===== src/hw/cap_check_params.svh =====
// Widths, port indices, otype and permission bit positions for the capability checker
`ifndef CAP_CHECK_PARAMS_SVH
`define CAP_CHECK_PARAMS_SVH

// Address and capability field widths
`define ADDR_W         32
`define CAP_BASE_W     32
`define CAP_LEN_W      20
`define CAP_PERM_W     8
`define CAP_OTYPE_W    4
`define OTYPE_UNSEALED 4'hF

// Memory word and byte lanes
`define MEM_W          64
`define LANES          8

// Check ports
`define NUM_PORTS      2
`define PORT_INSTR     0
`define PORT_DATA      1

// Exception vector width
`define EXC_W          5

// Permission bits, top bit of perms holds the tag
`define PERM_LOAD      0
`define PERM_STORE     1
`define PERM_EXEC      2
`define PERM_LOAD_CAP  3
`define PERM_STORE_CAP 4

`endif


===== src/hw/cap_check_pkg.sv =====
// Capability, memory word, request, result, cause and load control types
`default_nettype none

`include "cap_check_params.svh"

package cap_check_pkg;

  ////////////////////////////////////////////////////////////
  // Capability and memory word
  ////////////////////////////////////////////////////////////

  // One capability word, perms in the top byte
  typedef struct packed {
    logic [`CAP_PERM_W-1:0]  perms;
    logic [`CAP_OTYPE_W-1:0] otype;
    logic [`CAP_LEN_W-1:0]   length;
    logic [`CAP_BASE_W-1:0]  base;
  } cap_fields_t;

  typedef struct packed {
    logic [`MEM_W/2-1:0] hi;
    logic [`MEM_W/2-1:0] lo;
  } mem_int_t;

  // Returned word, seen as a capability or as two integer words
  typedef union packed {
    cap_fields_t as_cap;
    mem_int_t    as_int;
  } mem_word_u;

  typedef enum logic [1:0] {
    DT_WORD = 2'd0,
    DT_HALF = 2'd1,
    DT_BYTE = 2'd2,
    DT_CAP  = 2'd3
  } data_type_e;

  ////////////////////////////////////////////////////////////
  // Check requests and results
  ////////////////////////////////////////////////////////////

  typedef struct packed {
    logic                   valid;
    logic [`ADDR_W-1:0]     addr;
    logic [$clog2(`LANES):0] nbytes;
    logic                   write;
    logic                   cap_access;
    cap_fields_t            auth;
  } access_req_t;

  typedef struct packed {
    logic tag;
    logic seal;
    logic perm;
    logic length;
    logic align;
  } exc_vec_t;

  typedef struct packed {
    logic     valid;
    exc_vec_t exc;
  } chk_result_t;

  typedef enum logic [2:0] {
    CAUSE_NONE   = 3'd0,
    CAUSE_TAG    = 3'd1,
    CAUSE_SEAL   = 3'd2,
    CAUSE_PERM   = 3'd3,
    CAUSE_LENGTH = 3'd4,
    CAUSE_ALIGN  = 3'd5
  } exc_cause_e;

  // Data request fields kept for the load return
  typedef struct packed {
    data_type_e                dtype;
    logic                      sign_ext;
    logic [$clog2(`LANES)-1:0] offset;
  } load_ctl_t;

endpackage

`default_nettype wire


===== src/hw/access_request_gen.sv =====
// Request builder for the fetch and data check ports, with data byte enables
`timescale 1ns/10ps
`default_nettype none

`include "cap_check_params.svh"

module access_request_gen import cap_check_pkg::*; (
  // Instruction fetch
  input  logic                               fetch_req_i,
  input  logic [`ADDR_W-1:0]                 fetch_addr_i,
  input  cap_fields_t                        pcc_i,
  // Data access
  input  logic                               data_req_i,
  input  logic [`ADDR_W-1:0]                 data_addr_i,
  input  logic                               data_we_i,
  input  data_type_e                         data_type_i,
  input  logic                               data_sign_ext_i,
  input  cap_fields_t                        data_cap_i,
  // To checkers and response path
  output access_req_t [`NUM_PORTS-1:0]       req_o,
  output logic [`LANES-1:0]                  data_be_o,
  output load_ctl_t                          load_ctl_o
);

  logic [$clog2(`LANES):0]   data_nbytes;
  logic [$clog2(`LANES)-1:0] data_offset;
  logic [`LANES-1:0]         data_mask;

  // Access size to byte count
  always_comb begin
    unique case (data_type_i)
      DT_WORD: data_nbytes = 4'd4;
      DT_HALF: data_nbytes = 4'd2;
      DT_BYTE: data_nbytes = 4'd1;
      DT_CAP:  data_nbytes = 4'd8;
      default: data_nbytes = 4'd4;
    endcase
  end

  assign data_offset = data_addr_i[$clog2(`LANES)-1:0];

  // Lanes shifted past the top are dropped, misalignment is flagged by the checker
  assign data_mask = `LANES'((16'd1 << data_nbytes) - 16'd1);
  assign data_be_o = data_mask << data_offset;

  ////////////////////////////////////////////////////////////
  // Port requests
  ////////////////////////////////////////////////////////////

  always_comb begin
    // Fetch is always a plain 4 byte read
    req_o[`PORT_INSTR].valid      = fetch_req_i;
    req_o[`PORT_INSTR].addr       = fetch_addr_i;
    req_o[`PORT_INSTR].nbytes     = 4'd4;
    req_o[`PORT_INSTR].write      = 1'b0;
    req_o[`PORT_INSTR].cap_access = 1'b0;
    req_o[`PORT_INSTR].auth       = pcc_i;

    req_o[`PORT_DATA].valid       = data_req_i;
    req_o[`PORT_DATA].addr        = data_addr_i;
    req_o[`PORT_DATA].nbytes      = data_nbytes;
    req_o[`PORT_DATA].write       = data_we_i;
    req_o[`PORT_DATA].cap_access  = (data_type_i == DT_CAP);
    req_o[`PORT_DATA].auth        = data_cap_i;
  end

  // Formatting info for the returning load
  assign load_ctl_o.dtype    = data_type_i;
  assign load_ctl_o.sign_ext = data_sign_ext_i;
  assign load_ctl_o.offset   = data_offset;

endmodule

`default_nettype wire


===== src/hw/cap_bounds_checker.sv =====
// Tag, seal, permission, bounds and alignment check of one access against its capability
`timescale 1ns/10ps
`default_nettype none

`include "cap_check_params.svh"

module cap_bounds_checker import cap_check_pkg::*; (
  input  access_req_t req_i,
  output exc_vec_t    exc_o
);

  logic [`CAP_PERM_W-1:0]    perms;
  logic [$clog2(`LANES)-1:0] offset;
  logic [$clog2(`LANES):0]   lane_end;
  logic [`ADDR_W:0]          access_end;
  logic [`ADDR_W:0]          cap_top;
  logic                      perm_ok;
  logic                      below_base;
  logic                      above_top;

  assign perms  = req_i.auth.perms;
  assign offset = req_i.addr[$clog2(`LANES)-1:0];

  ////////////////////////////////////////////////////////////
  // Permissions
  ////////////////////////////////////////////////////////////

  always_comb begin
    if (req_i.write) begin
      perm_ok = perms[`PERM_STORE];
      if (req_i.cap_access) begin
        perm_ok = perm_ok & perms[`PERM_STORE_CAP];
      end
    end else begin
      // Fetches and loads share the read path, either right is enough
      perm_ok = perms[`PERM_LOAD] | perms[`PERM_EXEC];
      if (req_i.cap_access) begin
        perm_ok = perm_ok & perms[`PERM_LOAD_CAP];
      end
    end
  end

  ////////////////////////////////////////////////////////////
  // Bounds
  ////////////////////////////////////////////////////////////

  // One extra bit so top of region never wraps
  assign access_end = {1'b0, req_i.addr} + (`ADDR_W + 1)'(req_i.nbytes);
  assign cap_top    = {1'b0, req_i.auth.base} + (`ADDR_W + 1)'(req_i.auth.length);

  assign below_base = req_i.addr < req_i.auth.base;
  assign above_top  = access_end > cap_top;

  // Access must stay inside one memory word
  assign lane_end = {1'b0, offset} + req_i.nbytes;

  ////////////////////////////////////////////////////////////
  // Exception vector
  ////////////////////////////////////////////////////////////

  always_comb begin
    exc_o = '0;
    if (req_i.valid) begin
      // Reserved top permission bit carries the tag
      exc_o.tag    = ~perms[`CAP_PERM_W-1];
      exc_o.seal   = req_i.auth.otype != `OTYPE_UNSEALED;
      exc_o.perm   = ~perm_ok;
      exc_o.length = below_base | above_top;
      exc_o.align  = (lane_end > `LANES) | (req_i.cap_access & (offset != '0));
    end
  end

endmodule

`default_nettype wire


===== src/hw/access_response_unit.sv =====
// Registered check results with cause encoding, and load data formatting
`timescale 1ns/10ps
`default_nettype none

`include "cap_check_params.svh"

module access_response_unit import cap_check_pkg::*; (
  input  logic                          clk,
  input  logic                          rst_ni,
  // From checkers
  input  logic [`NUM_PORTS-1:0]         req_valid_i,
  input  exc_vec_t [`NUM_PORTS-1:0]     exc_i,
  // From request builder
  input  load_ctl_t                     load_ctl_i,
  input  logic                          data_req_i,
  // Memory return
  input  logic                          data_rvalid_i,
  input  mem_word_u                     data_rdata_i,
  input  logic                          data_rtag_i,
  // Results
  output chk_result_t                   instr_chk_o,
  output chk_result_t                   data_chk_o,
  output exc_cause_e                    instr_cause_o,
  output exc_cause_e                    data_cause_o,
  output logic                          load_valid_o,
  output logic [`MEM_W/2-1:0]           load_data_o,
  output cap_fields_t                   load_cap_o,
  output logic                          load_tag_o
);

  chk_result_t [`NUM_PORTS-1:0] chk_q;
  exc_cause_e  [`NUM_PORTS-1:0] cause_q;
  load_ctl_t                    load_ctl_q;
  logic [`MEM_W/2-1:0]          word_sel;
  logic [`MEM_W/2-1:0]          word_shift;
  logic [`MEM_W/2-1:0]          int_data;
  logic                         is_cap;

  // First set bit wins, tag highest
  function automatic exc_cause_e encode_cause(logic [`EXC_W-1:0] bits);
    exc_vec_t exc;
    exc = exc_vec_t'(bits);
    if (exc.tag) begin
      return CAUSE_TAG;
    end else if (exc.seal) begin
      return CAUSE_SEAL;
    end else if (exc.perm) begin
      return CAUSE_PERM;
    end else if (exc.length) begin
      return CAUSE_LENGTH;
    end else if (exc.align) begin
      return CAUSE_ALIGN;
    end
    return CAUSE_NONE;
  endfunction

  ////////////////////////////////////////////////////////////
  // Per-port result registers
  ////////////////////////////////////////////////////////////

  for (genvar p = 0; p < `NUM_PORTS; p++) begin : g_port_reg
    always_ff @(posedge clk or negedge rst_ni) begin
      if (!rst_ni) begin
        chk_q[p]   <= '0;
        cause_q[p] <= CAUSE_NONE;
      end else begin
        chk_q[p].valid <= req_valid_i[p];
        chk_q[p].exc   <= exc_i[p];
        cause_q[p]     <= encode_cause(exc_i[p]);
      end
    end
  end

  assign instr_chk_o   = chk_q[`PORT_INSTR];
  assign data_chk_o    = chk_q[`PORT_DATA];
  assign instr_cause_o = cause_q[`PORT_INSTR];
  assign data_cause_o  = cause_q[`PORT_DATA];

  ////////////////////////////////////////////////////////////
  // Load return
  ////////////////////////////////////////////////////////////

  always_ff @(posedge clk or negedge rst_ni) begin
    if (!rst_ni) begin
      load_ctl_q   <= '0;
      load_valid_o <= 1'b0;
    end else begin
      if (data_req_i) begin
        load_ctl_q <= load_ctl_i;
      end
      load_valid_o <= data_rvalid_i;
    end
  end

  assign is_cap = (load_ctl_q.dtype == DT_CAP);

  // Upper or lower word, then down to the addressed byte
  assign word_sel   = load_ctl_q.offset[2] ? data_rdata_i.as_int.hi : data_rdata_i.as_int.lo;
  assign word_shift = word_sel >> {load_ctl_q.offset[1:0], 3'b000};

  always_comb begin
    unique case (load_ctl_q.dtype)
      DT_HALF: int_data = {{16{load_ctl_q.sign_ext & word_shift[15]}}, word_shift[15:0]};
      DT_BYTE: int_data = {{24{load_ctl_q.sign_ext & word_shift[7]}}, word_shift[7:0]};
      DT_CAP:  int_data = data_rdata_i.as_int.lo;
      default: int_data = word_shift;
    endcase
  end

  always_ff @(posedge clk) begin
    if (data_rvalid_i) begin
      load_data_o <= int_data;
      load_cap_o  <= is_cap ? data_rdata_i.as_cap : '0;
      // Integer loads never yield a valid capability
      load_tag_o  <= is_cap & data_rtag_i;
    end
  end

endmodule

`default_nettype wire


===== src/hw/cap_mem_check_top.sv =====
// Top level of the capability checked memory access port
`timescale 1ns/10ps
`default_nettype none

`include "cap_check_params.svh"

module cap_mem_check_top import cap_check_pkg::*; (
  input  logic                clk,
  input  logic                rst_ni,
  // Instruction fetch
  input  logic                fetch_req_i,
  input  logic [`ADDR_W-1:0]  fetch_addr_i,
  input  cap_fields_t         pcc_i,
  // Data access
  input  logic                data_req_i,
  input  logic [`ADDR_W-1:0]  data_addr_i,
  input  logic                data_we_i,
  input  data_type_e          data_type_i,
  input  logic                data_sign_ext_i,
  input  cap_fields_t         data_cap_i,
  output logic [`LANES-1:0]   data_be_o,
  // Memory return
  input  logic                data_rvalid_i,
  input  mem_word_u           data_rdata_i,
  input  logic                data_rtag_i,
  // Results
  output chk_result_t         instr_chk_o,
  output chk_result_t         data_chk_o,
  output exc_cause_e          instr_cause_o,
  output exc_cause_e          data_cause_o,
  output logic                load_valid_o,
  output logic [`MEM_W/2-1:0] load_data_o,
  output cap_fields_t         load_cap_o,
  output logic                load_tag_o
);

  access_req_t [`NUM_PORTS-1:0] port_req;
  exc_vec_t    [`NUM_PORTS-1:0] port_exc;
  logic        [`NUM_PORTS-1:0] port_valid;
  load_ctl_t                    load_ctl;

  access_request_gen u_request_gen (
    .fetch_req_i     ( fetch_req_i     ),
    .fetch_addr_i    ( fetch_addr_i    ),
    .pcc_i           ( pcc_i           ),
    .data_req_i      ( data_req_i      ),
    .data_addr_i     ( data_addr_i     ),
    .data_we_i       ( data_we_i       ),
    .data_type_i     ( data_type_i     ),
    .data_sign_ext_i ( data_sign_ext_i ),
    .data_cap_i      ( data_cap_i      ),
    .req_o           ( port_req        ),
    .data_be_o       ( data_be_o       ),
    .load_ctl_o      ( load_ctl        )
  );

  // Port 0 checks fetches, port 1 checks data
  for (genvar p = 0; p < `NUM_PORTS; p++) begin : g_checker
    cap_bounds_checker u_checker (
      .req_i ( port_req[p] ),
      .exc_o ( port_exc[p] )
    );
    assign port_valid[p] = port_req[p].valid;
  end

  access_response_unit u_response (
    .clk           ( clk           ),
    .rst_ni        ( rst_ni        ),
    .req_valid_i   ( port_valid    ),
    .exc_i         ( port_exc      ),
    .load_ctl_i    ( load_ctl      ),
    .data_req_i    ( data_req_i    ),
    .data_rvalid_i ( data_rvalid_i ),
    .data_rdata_i  ( data_rdata_i  ),
    .data_rtag_i   ( data_rtag_i   ),
    .instr_chk_o   ( instr_chk_o   ),
    .data_chk_o    ( data_chk_o    ),
    .instr_cause_o ( instr_cause_o ),
    .data_cause_o  ( data_cause_o  ),
    .load_valid_o  ( load_valid_o  ),
    .load_data_o   ( load_data_o   ),
    .load_cap_o    ( load_cap_o    ),
    .load_tag_o    ( load_tag_o    )
  );

endmodule

`default_nettype wire


===== config.mk =====
export PLATFORM = sky130hd
export DESIGN_NAME = cap_mem_check_top
export DESIGN_NICKNAME = d
export VERILOG_FILES = /design/src/hw/cap_check_pkg.sv /design/src/hw/access_request_gen.sv /design/src/hw/cap_bounds_checker.sv /design/src/hw/access_response_unit.sv /design/src/hw/cap_mem_check_top.sv
export VERILOG_INCLUDE_DIRS = /design/src /design/src/hw
export SDC_FILE = /design/constraint.sdc
export NUM_CORES = 1
export LEC_CHECK = 0
export ABC_AREA = 1
export ABC_CLOCK_PERIOD_IN_PS = 1710
export CORE_MARGIN = 4
export CORE_UTILIZATION = 50
export CTS_CLUSTER_DIAMETER = 100
export CTS_CLUSTER_SIZE = 28
export DETAILED_ROUTE_END_ITERATION = 6
export DONT_BUFFER_PORTS = 1
export PLACE_DENSITY_LB_ADDON = 0.05
export RECOVER_POWER = 100
export SLEW_MARGIN = 20
export SYNTH_ARGS = -nofsm -noshare
export SYNTH_HDL_FRONTEND = slang
export SYNTH_HIERARCHICAL = 1
export SYNTH_SLANG_ARGS = --single-unit

===== constraint.sdc =====
create_clock -name clk -period 1.71 [get_ports clk]
set_clock_uncertainty 0.1 [all_clocks]
set_input_delay 0.2565 -clock clk [delete_from_list [all_inputs] [get_ports clk]]
set_output_delay 0.2565 -clock clk [all_outputs]
set_load 0.005 [all_outputs]

==> impl_metrics.yaml <==
outcome:
  status: "finished, violations left"
  violations: "DRC, hold timing, setup timing"
sta:
  post-route-period-util_pct: 179
  drv_slew: 0
  setup_viol: 40
  fin_hold_ws_ns: -0.211
  worst_pin_slew_ns: 0.745
  fmaxAchievable_mhz: 327
  slew_headroom_pct: 50.3
  rsz0062_at_grt: "true"
  fin_ws_ns: -1.35
  tns_ns: -9.69
  finalCriticalPeriod_ns: 3.06
  hold_violations: 98
power:
  power_frac_seq_pct: 31.1
  switching_power_mw: 4.19
  p_int_mw: 7.70
  power_frac_comb_pct: 41.2
  sw_frac_of_total_pct: 35.3
  p_clk_share_pct: 27.7
  power_leakage_nw: 9.72
  ir_drop_uv: 543
  total_power_mw: 11.9
  p_per_area_nw_per_um2: 610
placed_design:
  portBuffers: 0
  placedInstanceArea_sq_um: 17000
  dp_hpwl_um: 43100
  placed_cells_incl_taps: 2696
  preCtsSetupSlack_ns: -2.01
  place_congestion: 0.992
clocking:
  cts_sinks: 122
  clk_latency_ns: 0.42
  hold_buffers: 62
  cts_tree: "yes"
  clk_path_buf_depth: 2
  clkTransAtPathRegs_ns: 0.05
  clock-root-buffer: "clkbuf_16"
  htree_levels: 4
  numCtsBuffers: 17
critical_path:
  crit_buf_inv: 2
  max_stage_delay_ns: 0.28
  crit_type: "in2reg"
  critPathCaptureType: "flop"
  cp.arrival_ns: 3.27
  path_delay_family: "simple AND/OR/NAND/NOR gates"
  critPathMaxFanout: 5
  cp.required_ns: 1.92
  cpMaxStageDelayCell: "ha_4"
  worstSetupStartpointType: "input pin"
routing:
  route.antenna.remaining_nets: 0
  firstDrtPassIters: 7
  drc: 1
  vias: 15300
  wl_um: 53900
  vias_per_cell: 5.41
  wl_per_cell_um: 19.1
  first_iter_violations: 1036
floorplanning:
  fp-row-count: 64
  die-area_sq_um: 34200
  die-height_um: 185
  start_util_pct: 50.9
  ios: 390
  fp.dieW_um: 185
  coreArea_sq_um: 30700
synth:
  synth_warnings: 6
  syn_area_sq_um: 15700
  synthesis.instances: 2225
  syn_avg_cell_area_sq_um: 7.04
finish:
  stdcell_area_sq_um: 19500
  nNetsFinal: 2863
  stdcell_count: 2820
  final_cell_mix: "466 x nand2_1, 306 x inv_1, 301 x buf_4"
  mostFrequentLayoutCell: "nand2_1"
  diodes: 0
  final_layout_size_suffix_gt1_share_pct: 26.5
  syn_to_final_growth_pct: 24.5
global_routing:
  grt_max_degree: 99
  grt_usage_pct: 29.5
  grt_pass1_wl_um: 79900
  overflow: 0
  grt_pass1_vias: 14900
  antenna_found_initial: 1
run:
  drv_cap: 0
worst_hold_path:
  hold_path_class: "in2reg"
-- worst register-to-register path, stage by stage (launching register included) --
cell and delay (ns):
dfrtp_1 0.48, nand2_1 0.25, clkbuf_4 0.40, nor2_1 0.15
a21oi_1 0.22, nand2_1 0.10
-- per-stage QoR --
stage / util, % / hold slack, ns
after floorplan: - / -0.139
after global placement: 55.2 / -0.138
after detailed placement: 55.2 / -0.139
after CTS: 61.9 / -0.239
after global routing: 63.4 / -0.248
final: 63.4 / -0.211
-- cell type report --
class / instances / area [sq um]
multi-input combinational: 1551 / 10300
inverter: 321 / 1230
timing repair buffer: 398 / 3390
clock inverter: 13 / 93.8
fill: 2754 / 11200
sequential: 122 / 3540
clock buffer: 19 / 454
tap: 396 / 495
-- routing by layer --
metal | track usage (%) | wire [um]
met1 | 35.8 | 21200
met2 | 51.4 | 25800
met3 | 7.82 | 5140
met4 | 9.04 | 1760
met5 | 0 | 20
-- registers in the layout (all words and copies together) (netlist names) --
signal and cells:
u_response/instr_chk_o 6, u_response/load_data_o 32, u_response/load_cap_o 64, u_response/load_valid_o 1
u_response/load_ctl_q 6, u_response/instr_cause_o 3, u_response/data_chk_o 6, u_response/data_cause_o 3
u_response/load_tag_o 1
-- power by group through the flow --
stage | Clock, mW | Sequential [mW] | Combinational [mW]
floorplan | 0 | 3.67 | 3.04
global placement | 0 | 3.76 | 4.05
detailed placement | 0 | 3.76 | 4.12
CTS | 3.31 | 3.70 | 4.60
global route | 3.47 | 3.72 | 5.42
finish | 3.30 | 3.70 | 4.90
-- what timing repair did --
item | 4_1_cts | 5_1_grt
gates resized for setup | 160 | 117
endpoints found under the hold margin | 189 | 98
pin swaps | 79 | 52
buffers inserted | 19 | 7
cloned | 3 | 3
endpoints found under the setup margin | 20 | 37
-- path summary, 6_finish.rpt --
check | startpoint | to | slack, ns | cells past startpoint
min | data_rvalid_i | u_response/load_valid_o | -0.21 | 0
min in group asynchronous | rst_ni | u_response/instr_cause_o[0] | 0.36 | 2
max reg2reg | u_response/load_ctl_q[4] | u_response/load_data_o[12] | -0.25 | 5
max | data_type_i[0] | u_response/data_cause_o[0] | -1.35 | 27
max in group asynchronous | rst_ni | u_response/load_ctl_q[2] | 0.63 | 2
min reg2reg | u_response/load_ctl_q[3] | u_response/load_ctl_q[3] | 0.48 | 2
Note: power is estimated with default switching activity, not from simulation.
